--- src/rtl/positPkg.sv ---
package positPkg;

  // ==========================================================
  // posit16 format, es = 1
  // ==========================================================
  localparam int positWidth = 16;
  localparam int positEs = 1;
  // signed scale, wide enough for the sum of two scales
  localparam int scaleWidth = 7;
  // hidden one plus fraction
  localparam int sigWidth = positWidth - positEs - 2;
  // fraction bits below the hidden one of a full significand product
  localparam int prodFracWidth = 2 * sigWidth - 1;
  // top index of the unrounded regime/exponent/fraction string
  localparam int composeTop = positWidth + prodFracWidth + positEs;
  // regime run counter, counts up to positWidth-1 and the terminator
  localparam int runWidth = $clog2(positWidth) + 1;
  // largest scale, that of maxpos (minpos is its negation)
  localparam logic signed [scaleWidth-1:0] maxScale =
      scaleWidth'((positWidth - 2) << positEs);

  typedef logic [positWidth-1:0] posit_t;

  // one operand split into fields
  typedef struct packed {
    logic                         isZero;
    logic                         isNar;
    logic                         sign;
    logic signed [scaleWidth-1:0] scale;
    logic [sigWidth-1:0]          sig;
  } decomposed_t;

  // raw product before normalization and rounding
  typedef struct packed {
    logic                       isZero;
    logic                       isNar;
    logic                       sign;
    logic signed [scaleWidth:0] scale;
    logic [2*sigWidth-1:0]      prod;
  } product_t;

  typedef enum logic [1:0] {stIdle, stDecode, stMultiply, stCompose} mulState_e;

endpackage

--- src/rtl/positCompose.sv ---
`timescale 1ns/1ps

module positCompose (
  input  positPkg::product_t prodFields,
  output positPkg::posit_t   word
);

  // normalization
  logic carry;
  logic [positPkg::prodFracWidth-1:0] frac;
  logic signed [positPkg::scaleWidth:0] normScale;
  logic signed [positPkg::scaleWidth-1:0] clampScale;
  // regime encoding
  logic signed [positPkg::scaleWidth-1:0] regime;
  logic regBit;
  logic [positPkg::scaleWidth-1:0] shiftAmt;
  logic signed [positPkg::composeTop:0] strBase;
  logic signed [positPkg::composeTop:0] strShift;
  // rounding
  logic [positPkg::positWidth-2:0] body;
  logic guard;
  logic sticky;
  logic roundUp;
  logic [positPkg::positWidth-2:0] rounded;
  logic [positPkg::positWidth-1:0] magnitude;

  // ==========================================================
  // normalize, product of two or more moves one place right
  // ==========================================================
  assign carry = prodFields.prod[2*positPkg::sigWidth-1];
  assign frac = carry ? prodFields.prod[positPkg::prodFracWidth-1:0]
                      : {prodFields.prod[positPkg::prodFracWidth-2:0], 1'b0};
  assign normScale = prodFields.scale + {{positPkg::scaleWidth{1'b0}}, carry};

  // saturate the scale so the encoder lands on maxpos or minpos
  always_comb begin
    if (normScale > positPkg::maxScale) begin
      clampScale = positPkg::maxScale;
    end else if (normScale < -positPkg::maxScale) begin
      clampScale = -positPkg::maxScale;
    end else begin
      clampScale = normScale[positPkg::scaleWidth-1:0];
    end
  end

  // ==========================================================
  // regime, exponent and fraction string
  // ==========================================================
  assign regime = clampScale >>> positPkg::positEs;
  // k >= 0 gives k+1 ones, k < 0 gives -k zeros
  assign regBit = ~regime[positPkg::scaleWidth-1];
  // arithmetic shift replicates regBit, ~k is -k-1
  assign shiftAmt = regBit ? regime : ~regime;
  assign strBase = {regBit, ~regBit, clampScale[positPkg::positEs-1:0], frac,
                    {(positPkg::positWidth - 1){1'b0}}};
  assign strShift = strBase >>> shiftAmt;

  // top bits form the body, next is guard, the rest folds into sticky
  assign body = strShift[positPkg::composeTop -: positPkg::positWidth-1];
  assign guard = strShift[positPkg::composeTop-positPkg::positWidth+1];
  assign sticky = |strShift[positPkg::composeTop-positPkg::positWidth:0];

  // nearest, ties to even
  assign roundUp = guard & (sticky | body[0]);
  // cannot carry out since an all ones body always has guard clear
  assign rounded = body + roundUp;
  assign magnitude = {1'b0, rounded};

  // ==========================================================
  // special values and sign
  // ==========================================================
  always_comb begin
    if (prodFields.isNar) begin
      word = {1'b1, {(positPkg::positWidth - 1){1'b0}}};
    end else if (prodFields.isZero) begin
      word = '0;
    end else if (prodFields.sign) begin
      word = -magnitude;
    end else begin
      word = magnitude;
    end
  end

endmodule

--- src/rtl/positDecompose.sv ---
`timescale 1ns/1ps

module positDecompose (
  input  positPkg::posit_t      word,
  output positPkg::decomposed_t fields
);

  // magnitude and the body below the sign bit
  logic [positPkg::positWidth-1:0] absWord;
  logic [positPkg::positWidth-2:0] body;
  // first regime bit, decides between ones run and zeros run
  logic regimeBit;
  logic [positPkg::runWidth-1:0] run;
  logic counting;
  logic signed [positPkg::scaleWidth-1:0] runExt;
  logic signed [positPkg::scaleWidth-1:0] regime;
  // body with regime and terminator shifted out
  logic [positPkg::positWidth-2:0] shifted;
  logic [positPkg::positEs-1:0] expBits;

  assign absWord = word[positPkg::positWidth-1] ? -word : word;
  assign body = absWord[positPkg::positWidth-2:0];
  assign regimeBit = body[positPkg::positWidth-2];

  // run length of identical bits from the top of the body
  always_comb begin
    run = '0;
    counting = 1'b1;
    for (int i = positPkg::positWidth - 2; i >= 0; i--) begin
      if (counting && (body[i] == regimeBit)) begin
        run = run + 1'b1;
      end else begin
        counting = 1'b0;
      end
    end
  end

  // ones run of m gives k = m-1, zeros run of m gives k = -m
  assign runExt = {{(positPkg::scaleWidth - positPkg::runWidth){1'b0}}, run};
  assign regime = regimeBit ? runExt - 1 : -runExt;

  // drop regime plus terminator, bits past the end read as zero
  assign shifted = body << (run + 1'b1);
  assign expBits = shifted[positPkg::positWidth-2 -: positPkg::positEs];

  always_comb begin
    fields.isZero = (word == '0);
    // NaR is the sign bit alone
    fields.isNar = (word == {1'b1, {(positPkg::positWidth - 1){1'b0}}});
    fields.sign = word[positPkg::positWidth-1];
    fields.scale = (regime <<< positPkg::positEs) +
                   {{(positPkg::scaleWidth - positPkg::positEs){1'b0}}, expBits};
    // hidden one above the fraction
    fields.sig = {1'b1,
                  shifted[positPkg::positWidth-2-positPkg::positEs -: positPkg::sigWidth-1]};
  end

endmodule

--- src/rtl/positMulControl.sv ---
`timescale 1ns/1ps

module positMulControl (
  input  logic clk,
  input  logic reset,
  input  logic start,
  output logic decEn,
  output logic mulEn,
  output logic cmpEn,
  output logic busy,
  output logic done
);

  // state names the last stage register that was loaded
  positPkg::mulState_e state;
  positPkg::mulState_e nextState;
  logic accept;

  // stCompose is the done cycle and may take a new start
  assign busy = (state == positPkg::stDecode) || (state == positPkg::stMultiply);
  // start while busy is dropped
  assign accept = start && !busy;

  // ==========================================================
  // stage enables, one cycle each
  // ==========================================================
  // operands sampled in the start cycle itself
  assign decEn = accept;
  assign mulEn = (state == positPkg::stDecode);
  assign cmpEn = (state == positPkg::stMultiply);

  always_comb begin
    nextState = state;
    case (state)
      positPkg::stIdle: begin
        if (accept) nextState = positPkg::stDecode;
      end
      positPkg::stDecode: nextState = positPkg::stMultiply;
      positPkg::stMultiply: nextState = positPkg::stCompose;
      positPkg::stCompose: begin
        // back to back operation
        nextState = accept ? positPkg::stDecode : positPkg::stIdle;
      end
      default: nextState = positPkg::stIdle;
    endcase
  end

  always_ff @(posedge clk) begin
    if (reset) begin
      state <= positPkg::stIdle;
      done <= 1'b0;
    end else begin
      state <= nextState;
      // result loads on cmpEn, valid in the following cycle
      done <= cmpEn;
    end
  end

endmodule

--- src/rtl/positMulCore.sv ---
`timescale 1ns/1ps

module positMulCore (
  input  positPkg::decomposed_t a,
  input  positPkg::decomposed_t b,
  output positPkg::product_t    prodFields
);

  // ==========================================================
  // special values
  // ==========================================================
  logic nar;
  logic zero;

  // NaR wins over zero
  assign nar = a.isNar | b.isNar;
  assign zero = !nar && (a.isZero || b.isZero);

  // ==========================================================
  // sign, scale and significand product
  // ==========================================================
  always_comb begin
    prodFields.isNar = nar;
    prodFields.isZero = zero;
    if (nar || zero) begin
      // payload is meaningless here, keep it quiet
      prodFields.sign = 1'b0;
      prodFields.scale = '0;
      prodFields.prod = '0;
    end else begin
      prodFields.sign = a.sign ^ b.sign;
      // sign extend both scales by one bit before the add
      prodFields.scale = {a.scale[positPkg::scaleWidth-1], a.scale} +
                         {b.scale[positPkg::scaleWidth-1], b.scale};
      // 1.f times 1.f, result in [1,4)
      prodFields.prod = a.sig * b.sig;
    end
  end

endmodule

--- src/rtl/positMulUnit.sv ---
`timescale 1ns/1ps

module positMulUnit (
  input  logic             clk,
  input  logic             reset,
  input  logic             start,
  input  positPkg::posit_t opA,
  input  positPkg::posit_t opB,
  output positPkg::posit_t result,
  output logic             busy,
  output logic             done
);

  logic decEn;
  logic mulEn;
  logic cmpEn;
  // combinational stage outputs and their registers
  positPkg::decomposed_t fieldsA;
  positPkg::decomposed_t fieldsB;
  positPkg::decomposed_t decA;
  positPkg::decomposed_t decB;
  positPkg::product_t prodNext;
  positPkg::product_t prodReg;
  positPkg::posit_t resultNext;

  positMulControl control (.clk(clk), .reset(reset), .start(start), .decEn(decEn),
                           .mulEn(mulEn), .cmpEn(cmpEn), .busy(busy), .done(done));

  positDecompose decomposeA (.word(opA), .fields(fieldsA));
  positDecompose decomposeB (.word(opB), .fields(fieldsB));
  positMulCore core (.a(decA), .b(decB), .prodFields(prodNext));
  positCompose compose (.prodFields(prodReg), .word(resultNext));

  // ==========================================================
  // stage registers
  // ==========================================================
  always_ff @(posedge clk) begin
    if (decEn) begin
      decA <= fieldsA;
      decB <= fieldsB;
    end
    if (mulEn) prodReg <= prodNext;
  end

  // result holds until the next completed operation
  always_ff @(posedge clk) begin
    if (reset) result <= '0;
    else if (cmpEn) result <= resultNext;
  end

endmodule

--- config.mk ---
export PLATFORM = sky130hd
export DESIGN_NAME = positMulUnit
export DESIGN_NICKNAME = d
export VERILOG_FILES = /design/src/rtl/positPkg.sv /design/src/rtl/positCompose.sv /design/src/rtl/positDecompose.sv /design/src/rtl/positMulControl.sv /design/src/rtl/positMulCore.sv /design/src/rtl/positMulUnit.sv
export SDC_FILE = /design/constraint.sdc
export NUM_CORES = 1
export LEC_CHECK = 0
export BUFFER_PORTS_ARGS = -buffer_cell sky130_fd_sc_hd__buf_2
export CORE_AREA = 2 2 211 213
export CTS_CLUSTER_SIZE = 25
export DETAILED_ROUTE_END_ITERATION = 10
export DIE_AREA = 0 0 213 215
export PLACE_DENSITY = 0.63
export SKIP_CTS_REPAIR_TIMING = 1
export SYNTH_ARGS = -nofsm -noshare
export SYNTH_HDL_FRONTEND = slang
export SYNTH_SLANG_ARGS = --single-unit
--- constraint.sdc ---
create_clock -name clk -period 11.96 [get_ports clk]
set_clock_uncertainty 0.15 [all_clocks]
set_input_delay 0.598 -clock clk [delete_from_list [all_inputs] [get_ports clk]]
set_output_delay 0.598 -clock clk [all_outputs]
set_load 0.005 [all_outputs]
==> results of run 1 <==
critical path, delay by kind of cell:
kind	cells	cell delay, ps
adder cells (fa/ha/maj)	12	3920
AO/OA/AOI/OAI	13	2510
multiplexers	8	1870
AND/OR/NAND/NOR	5	880
buffers and inverters	7	790
XOR/XNOR	1	380
synthesized netlist by cell type, drive strengths merged (29+ instances only):
| master | instances |
|---|---|
| nor2 | 171 |
| nand2 | 163 |
| inv | 160 |
| fa | 122 |
| ha | 112 |
| a21oi | 108 |
| xnor2 | 99 |
| and2 | 92 |
| edfxtp | 81 |
| o21ai | 72 |
| clkbuf | 70 |
| nor3 | 66 |
| nand3 | 61 |
| mux2i | 56 |
| xor2 | 45 |
| mux2 | 39 |
| a211oi | 29 |
final cells by class:
cell class / instances / area [um^2] / area share [%]
Timing Repair Buffer: 72 / 410 / 2.26
Sequential cell: 100 / 2810 / 15.5
Clock buffer: 9 / 225 / 1.24
Inverter: 162 / 608 / 3.35
Tap cell: 592 / 741 / 4.07
Clock inverter: 7 / 43.8 / 0.241
Multi-Input combinational cell: 1643 / 13300 / 73.4
sequential cells by signal, indices dropped and copies added, names as in the netlist:
register,flops
decA,22
control.done,1
decB,22
control.state,2
prodReg,37
result,16
cells by family after synthesis:
kind of cell             Yosys count  synth area share, %
AND/OR/NAND/NOR                  717                 21.7
AO/OA/AOI/OAI                    441                 18.3
buffers and inverters            260                 5.90
adder cells (fa/ha/maj)          238                 22.6
XOR/XNOR                         150                 8.91
flip-flops                       100                 16.4
multiplexers                      97                 6.11
stage by stage:
step | setup WS, ps | cell area, um^2
after floorplan | 1170 | 17100
after global placement | 1010 | 17900
after detailed placement | 733 | 17900
after CTS | 1090 | 18200
after global routing | 283 | 18200
final | 1000 | 18200
path summary, 6_finish.rpt:
check	end	cells past startpoint
setup / recovery	decB[10]	46
hold / removal	result[0]	2
setup reg to reg	prodReg[24]	25
hold reg to reg	result[0]	2
layer usage:
metal / wire (um) / GRT usage, % / vias to the layer above
li1: - / - / 7096
met1: 19600 / 26.0 / 7143
met2: 21300 / 33.1 / 432
met3: 2210 / 2.53 / 67
met4: 872 / 5.29 / 2
met5: 13 / 0 / -
==> metrics.md, run 1 <==
| Metric | Value |
|---|---|
| Status | `completed` |
| Placer Congestion | `0.942` |
| Worst path required time | `11,940 ps` |
| DIE HEIGHT | `215 um` |
| Pre-antenna DRT Iters | `6` |
| Clock sinks | `100` |
| Vias post-DR | `14,700` |
| Layout fillers | `4,410` |
| Arrival @ worst endpoint | `10,940 ps` |
| DP HPWL | `35.1 mm` |
| Cell taking the most area after synthesis | `fa_1` |
| Wire per inst | `17.0 um` |
| Max-capacitance violation count | `0` |
| Gate Count Post-Synth | `2,003` |
| Synthesized area | `17,100 um^2` |
| Die width | `213 um` |
| RR Startpoint | `decA[2]` |
| Placed cells | `2,569` |
| Number of global-route vias before repair | `14,400` |
| Root Buffer | `clkbuf_16` |
| Slowest cell delay on critical path | `710 ps` |
| CTS tree | `yes` |
| Fin cells | `2,585` |
| Hold slack | `318 ps` |
| Final ANT Viol Nets | `0` |
| Setup CP Type | `in -> reg` |
| Count of final setup violators | `0` |
| CP startpoint | `opB[0]` |
| DRT iter0 DRCs | `1,163` |
| PortBufs | `52` |
| Syn nets | `2,272` |
| Worst skew pair latency | `370 ps` |
| Top_reg_cell synth | `edfxtp_1` |
| H-tree Lvls | `3` |
| Final Cycle Share | `91.6%` |
| Initial Util | `39.3%` |
| Setup TNS | `0 ps` |
| Fin util | `41.7%` |
| R2R setup slack | `5080 ps` |
| Yosys warns | `0` |
| RSZ-0062 raised after global routing | `false` |
| Hold Vio Cnt, Final | `0` |
| Clock buffer depth | `2` |
| Clk pin slew, worst setup/hold paths | `70 ps` |
| Diodes inserted | `0` |
| Syn Area/Cell | `8.56 um^2` |
| Synth top area share | `14.2%` |
| Fin crit period | `10,960 ps` |
| Ranking of synthesized cells by area | `fa_1, edfxtp_1, ha_1` |
| Relative slew slack | `23.4%` |
| GRT Residual Overflow | `0` |
| Setup crit end kind | `flop` |
| Share of cells above drive strength 1 | `10.6%` |
| Tot GR Track Use | `19.5%` |
| Final Slew Violations | `0` |
| CP dominant cell by count | `ha_1` |
| Synth Register Bits | `100` |
| Min-delay src | `result[0]` |
| Initial antenna violation count | `1` |
| # rows | `77` |
| Crit start category | `input port` |
| Cts bufs inserted | `9` |
| CP max-delay cell | `ha_1` |
| Most frequent cells in the layout | `nor2_1, nand2_1, inv_1` |
| Commonest non-fill, non-tap cell in the layout | `nor2_1` |
| Die ar. | `45,800 um^2` |
| Final WL | `44.0 mm` |
| Core Region | `43,600 um^2` |
| EDFF count, synth | `81` |
| Max Fclk | `0.0913 GHz` |
| Detailed-route DRC error count | `0` |
| Critical path fanouts, max | `19` |
| Final nets | `2,257` |
| Worst-margin pin slew | `1140 ps` |
| Drt via density | `5.70` |
| IO Count | `53` |
| Yosys cell types | `125` |
| Post-synth ARST share | `0%` |
| First-pass GRT wire length | `73.2 mm` |
| Syn-to-layout area delta | `6.00%` |
| Hold Crit Class | `reg -> reg` |
| Seq/Total Area, Yosys | `16.4%` |
| Largest net degree at the start of global routing | `45` |
Power of run 1 is left out: the tool's default activity adds up to more than one toggle a clock period on the data nets, which glitch-free logic cannot reach.
==> inputs of run 2 (changes only) <==
Settings changed: PLACE_DENSITY 0.63 to 0.55.
Clock period 11.96 ns to 11.5 ns, I/O delays scaled along.
==> metrics.md, run 2 (same netlist as run 1, synthesis figures left out) <==
| Metric | Value |
|---|---|
| Relative slew slack | `18.2% (was 23.4%)` |
| Hold Vio Cnt, Final | `0 (unchanged)` |
| PortBufs | `52 (unchanged)` |
| Metal2 WL | `21.6 mm (was 21.3 mm)` |
| Slowest cell delay on critical path | `520 ps (was 710 ps)` |
| Max-capacitance violation count | `0 (unchanged)` |
| Met3 Wirelength | `1.39 mm (was 2.21 mm)` |
| Root Buffer | `clkbuf_16 (unchanged)` |
| Dpl ws | `398 ps (was 733 ps)` |
| Die width | `213 um (unchanged)` |
| Final Slew Violations | `0 (unchanged)` |
| Worst-margin pin slew | `1220 ps (was 1140 ps)` |
| Metal-1 WL | `20.6 mm (was 19.6 mm)` |
| Max Fclk | `0.0943 GHz` |
| Clk pin slew, worst setup/hold paths | `70 ps (about the same)` |
| First-pass GRT wire length | `73.2 mm (about the same)` |
| Fin cells | `2,588 (was 2,585)` |
| Initial Util | `39.3% (unchanged)` |
| Drt via density | `5.64 (was 5.70)` |
| Tot GR Track Use | `19.5% (about the same)` |
| Initial antenna violation count | `0 (was 1)` |
| DRT iter0 DRCs | `1,009 (was 1,163)` |
| Commonest non-fill, non-tap cell in the layout | `nor2_1 (unchanged)` |
| GRT Residual Overflow | `0 (unchanged)` |
| # rows | `77 (unchanged)` |
| Most frequent cells in the layout | `nor2_1, nand2_1, inv_1 (unchanged)` |
| Final Cycle Share | `92.2%` |
| Setup CP Type | `in -> reg (unchanged)` |
| Wire per inst | `17.2 um (was 17.0 um)` |
| CP dominant cell by count | `ha_1 (unchanged)` |
| H-tree Lvls | `3 (unchanged)` |
| DIE HEIGHT | `215 um (unchanged)` |
| Detailed-route DRC error count | `0 (unchanged)` |
| DP HPWL | `35.7 mm (was 35.1 mm)` |
| Setup ws final | `895 ps (was 1000 ps)` |
| Core Region | `43,600 um^2 (unchanged)` |
| Critical path fanouts, max | `17 (was 19)` |
| Worst path required time | `11,460 ps (was 11,940 ps)` |
| Final nets | `2,259 (was 2,257)` |
| RSZ-0062 raised after global routing | `false (unchanged)` |
| Fin util | `41.8% (was 41.7%)` |
| Status | `completed (unchanged)` |
| Clock buffer depth | `2 (unchanged)` |
| Placed cells | `2,571 (was 2,569)` |
| CTS tree | `yes (unchanged)` |
| IO Count | `53 (unchanged)` |
| Vias post-DR | `14,600 (was 14,700)` |
| Cts bufs inserted | `9 (unchanged)` |
| Arrival @ worst endpoint | `10,570 ps (was 10,940 ps)` |
| Final ANT Viol Nets | `0 (unchanged)` |
| Largest regs | `prodReg: 37 flops, decA: 22 flops, decB: 22 flops (unchanged)` |
| Fin crit period | `10,600 ps` |
| Placer Congestion | `0.906 (was 0.942)` |
| Number of global-route vias before repair | `14,300 (was 14,400)` |
| CP max-delay cell | `or4b_4 (was ha_1)` |
| Worst skew pair latency | `370 ps (about the same)` |
| Setup crit end kind | `flop (unchanged)` |
| Hold Crit Class | `reg -> reg (unchanged)` |
| Crit start category | `input port (unchanged)` |
| Largest reg by FF count | `prodReg (unchanged)` |
| Largest net degree at the start of global routing | `45 (unchanged)` |
| Final WL | `44.4 mm (was 44.0 mm)` |
| Clock sinks | `100 (unchanged)` |
| Share of cells above drive strength 1 | `10.9% (was 10.6%)` |
| Uppermost layer routed | `met4 (was met5)` |
| Count of final setup violators | `0 (unchanged)` |
| Syn-to-layout area delta | `6.27% (was 6.00%)` |
| Max reg flops | `37 (unchanged)` |
| Die ar. | `45,800 um^2 (unchanged)` |
| Setup TNS | `0 ps (unchanged)` |
| Pre-antenna DRT Iters | `5 (was 6)` |
[run 2: cell count changes in the layout (fill, tap and decap cells not counted), moves of 2 or more]
cell and delta:
inv_6 +4, clkinv_1 -3, buf_4 +2, clkinv_4 -2, clkinvlp_4 -2, inv_8 +2
[run 2: per-layer routing]
| layer | track usage [%] | up-vias |
|---|---|---|
| met5 | 0 | - |
| met4 | 4.90 | 0 |
| met3 | 1.87 | 41 |
| met2 | 33.3 | 283 |
| met1 | 26.5 | 7167 |
| li1 | - | 7118 |
[run 2: through the flow]
step                      area (um^2)  hold slack (ps)
after floorplan                 17100              312
after global placement          17900              308
after detailed placement        17900              315
after CTS                       18200              334
after global routing            18200              352
final                           18200              327
[run 2: path summary, 6_finish.rpt]
check | start | end | slack (ps) | depth (start not counted)
worst min-delay path | result[5] | result[5] | 330 | 1
worst min register to register | result[5] | result[5] | 330 | 1
worst max register to register | decB[3] | prodReg[24] | 4570 | 25
worst max-delay path | opA[0] | decA[5] | 900 | 41
[run 2: worst max-delay path, delay by kind of cell]
| kind | cells | cell delay, ps |
|---|---|---|
| xor+xnor | 1 | 510 |
| simple gates | 4 | 710 |
| compound gates | 13 | 2690 |
| mux | 6 | 1570 |
| buf+inv | 5 | 850 |
| fa+ha+maj | 12 | 3620 |
[run 2: cell type report]
cell class / instances / area, um^2
Tap cell: 592 / 741
Fill cell: 4416 / 25400
Multi-Input combinational cell: 1643 / 13300
Clock buffer: 9 / 225
Sequential cell: 100 / 2810
Clock inverter: 7 / 61.3
Antenna cell: 1 / 2.50
Inverter: 162 / 608
Timing Repair Buffer: 74 / 425
Power of run 2 is left out for the same reason.
==> inputs of run 3 (changes only) <==
Settings changed: CORE_AREA 2 2 211 213 to 2 2 189 191, DIE_AREA 0 0 213 215 to 0 0 191 193, PLACE_DENSITY 0.55 to 0.66.
==> metrics.md, run 3 (same netlist as run 1, synthesis figures left out) <==
| Metric | Value |
|---|---|
| Largest reg by FF count | `prodReg (unchanged)` |
| Status | `completed (unchanged)` |
| Slowest cell delay on critical path | `590 ps (was 520 ps)` |
| CP startpoint | `opB[0] (was opA[0])` |
| M1 GR Usage | `30.4% (was 26.5%)` |
| Worst-margin pin slew | `1200 ps (was 1220 ps)` |
| PortBufs | `52 (unchanged)` |
| Worst path required time | `11,470 ps (was 11,460 ps)` |
| Final Cycle Share | `91.7% (was 92.2%)` |
| Clock buffer depth | `2 (unchanged)` |
| CP dominant cell by count | `ha_1 (unchanged)` |
| Initial Util | `49.0% (was 39.3%)` |
| Met2 Resource Use GR | `42.7% (was 33.3%)` |
| Critical path fanouts, max | `14 (was 17)` |
| Final ANT Viol Nets | `0 (unchanged)` |
| Relative slew slack | `19.5% (was 18.2%)` |
| Syn-to-layout area delta | `5.31% (was 6.27%)` |
| Hold Vio Cnt, Final | `0 (unchanged)` |
| First-pass GRT wire length | `71.5 mm (was 73.2 mm)` |
| DP HPWL | `34.4 mm (was 35.7 mm)` |
| IO Count | `53 (unchanged)` |
| Setup CP Type | `in -> reg (unchanged)` |
| CP max-delay cell | `ha_1 (was or4b_4)` |
| Tot GR Track Use | `23.7% (was 19.5%)` |
| Layout fillers | `3,324 (was 4,416)` |
| Final WL | `42.9 mm (was 44.4 mm)` |
| Initial antenna violation count | `0 (unchanged)` |
| Pre-antenna DRT Iters | `5 (unchanged)` |
| Vias post-DR | `14,700 (was 14,600)` |
| Final Slew Violations | `0 (unchanged)` |
| Min-delay src | `result[4] (was result[5])` |
| Diodes inserted | `0 (was 1)` |
| H-tree Lvls | `3 (unchanged)` |
| Fin crit period | `10,540 ps (was 10,600 ps)` |
| GRT Residual Overflow | `0 (unchanged)` |
| Largest net degree at the start of global routing | `45 (unchanged)` |
| DIE HEIGHT | `193 um (was 215 um)` |
| Crit start category | `input port (unchanged)` |
| Count of final setup violators | `0 (unchanged)` |
| CTS tree | `yes (unchanged)` |
| Root Buffer | `clkbuf_16 (unchanged)` |
| Die width | `191 um (was 213 um)` |
| Max-capacitance violation count | `0 (unchanged)` |
| Max Fclk | `0.0949 GHz (was 0.0943 GHz)` |
| Core Region | `35,000 um^2 (was 43,600 um^2)` |
| Busiest metal layer after global routing | `met2 (unchanged)` |
| Arrival @ worst endpoint | `10,510 ps (was 10,570 ps)` |
| Drt via density | `5.98 (was 5.64)` |
| RSZ-0062 raised after global routing | `false (unchanged)` |
| DRT iter0 DRCs | `893 (was 1,009)` |
| Detailed-route DRC error count | `0 (unchanged)` |
| Placer Congestion | `0.905 (was 0.906)` |
| Hold Crit Class | `reg -> reg (unchanged)` |
| Die ar. | `36,900 um^2 (was 45,800 um^2)` |
| RR Startpoint | `decA[3] (was decB[3])` |
| Largest regs | `prodReg: 37 flops, decA: 22 flops, decB: 22 flops (unchanged)` |
| Commonest non-fill, non-tap cell in the layout | `nor2_1 (unchanged)` |
| Setup crit end kind | `flop (unchanged)` |
| Final nets | `2,258 (was 2,259)` |
| Wire per inst | `17.5 um (was 17.2 um)` |
| Worst skew pair latency | `370 ps (about the same)` |
| Met3 Use GR | `2.41% (was 1.87%)` |
| # rows | `69 (was 77)` |
| Share of cells above drive strength 1 | `10.9% (about the same)` |
| Clk pin slew, worst setup/hold paths | `80 ps (was 70 ps)` |
| Max reg flops | `37 (unchanged)` |
| Clock sinks | `100 (unchanged)` |
| Most frequent cells in the layout | `nor2_1, nand2_1, inv_1 (unchanged)` |
| Cts bufs inserted | `9 (unchanged)` |
| Number of global-route vias before repair | `14,500 (was 14,300)` |
| Setup TNS | `0 ps (unchanged)` |
-- run 3: critical path: cells and delay by family --
kind                     cells  cell delay, ps
XOR/XNOR                     1             360
AO/OA/AOI/OAI               14            2460
AND/OR/NAND/NOR              4             750
adder cells (fa/ha/maj)     12            3800
multiplexers                 8            1830
buffers and inverters        7             730
-- run 3: area by class of cell --
class                           count  area [um^2]  share of cell area (%)
Inverter                          162          608                    3.37
Clock buffer                        9          225                    1.25
Sequential cell                   100         2810                    15.6
Timing Repair Buffer               73          418                    2.31
Multi-Input combinational cell   1643        13300                    73.9
Clock inverter                      7         78.8                   0.436
Tap cell                          461          577                    3.19
-- run 3: routing by layer --
layer,up-vias,share of wire [%]
met5,-,0
met3,50,4.1
li1,7101,-
met2,368,50
met1,7151,44
met4,0,1.4
-- run 3: worst paths after layout --
check	slack (ps)	to	cells after the start
setup / recovery	960	decB[10]	46
hold / removal	320	result[4]	2
hold reg to reg	320	result[4]	2
setup reg to reg	4690	prodReg[24]	25
-- run 3: stage by stage --
stage	area, um^2	std cells	hold slack (ps)	setup slack (ps)	utilization [%]
floorplan	17100	2003	312	736	-
detailed placement	17800	2439	308	587	50.8
global placement	17800	2439	303	875	50.8
finish	18100	2455	318	960	51.7
CTS	18100	2455	319	951	51.7
global route	18100	2455	339	166	51.7
Power of run 3 is left out for the same reason.
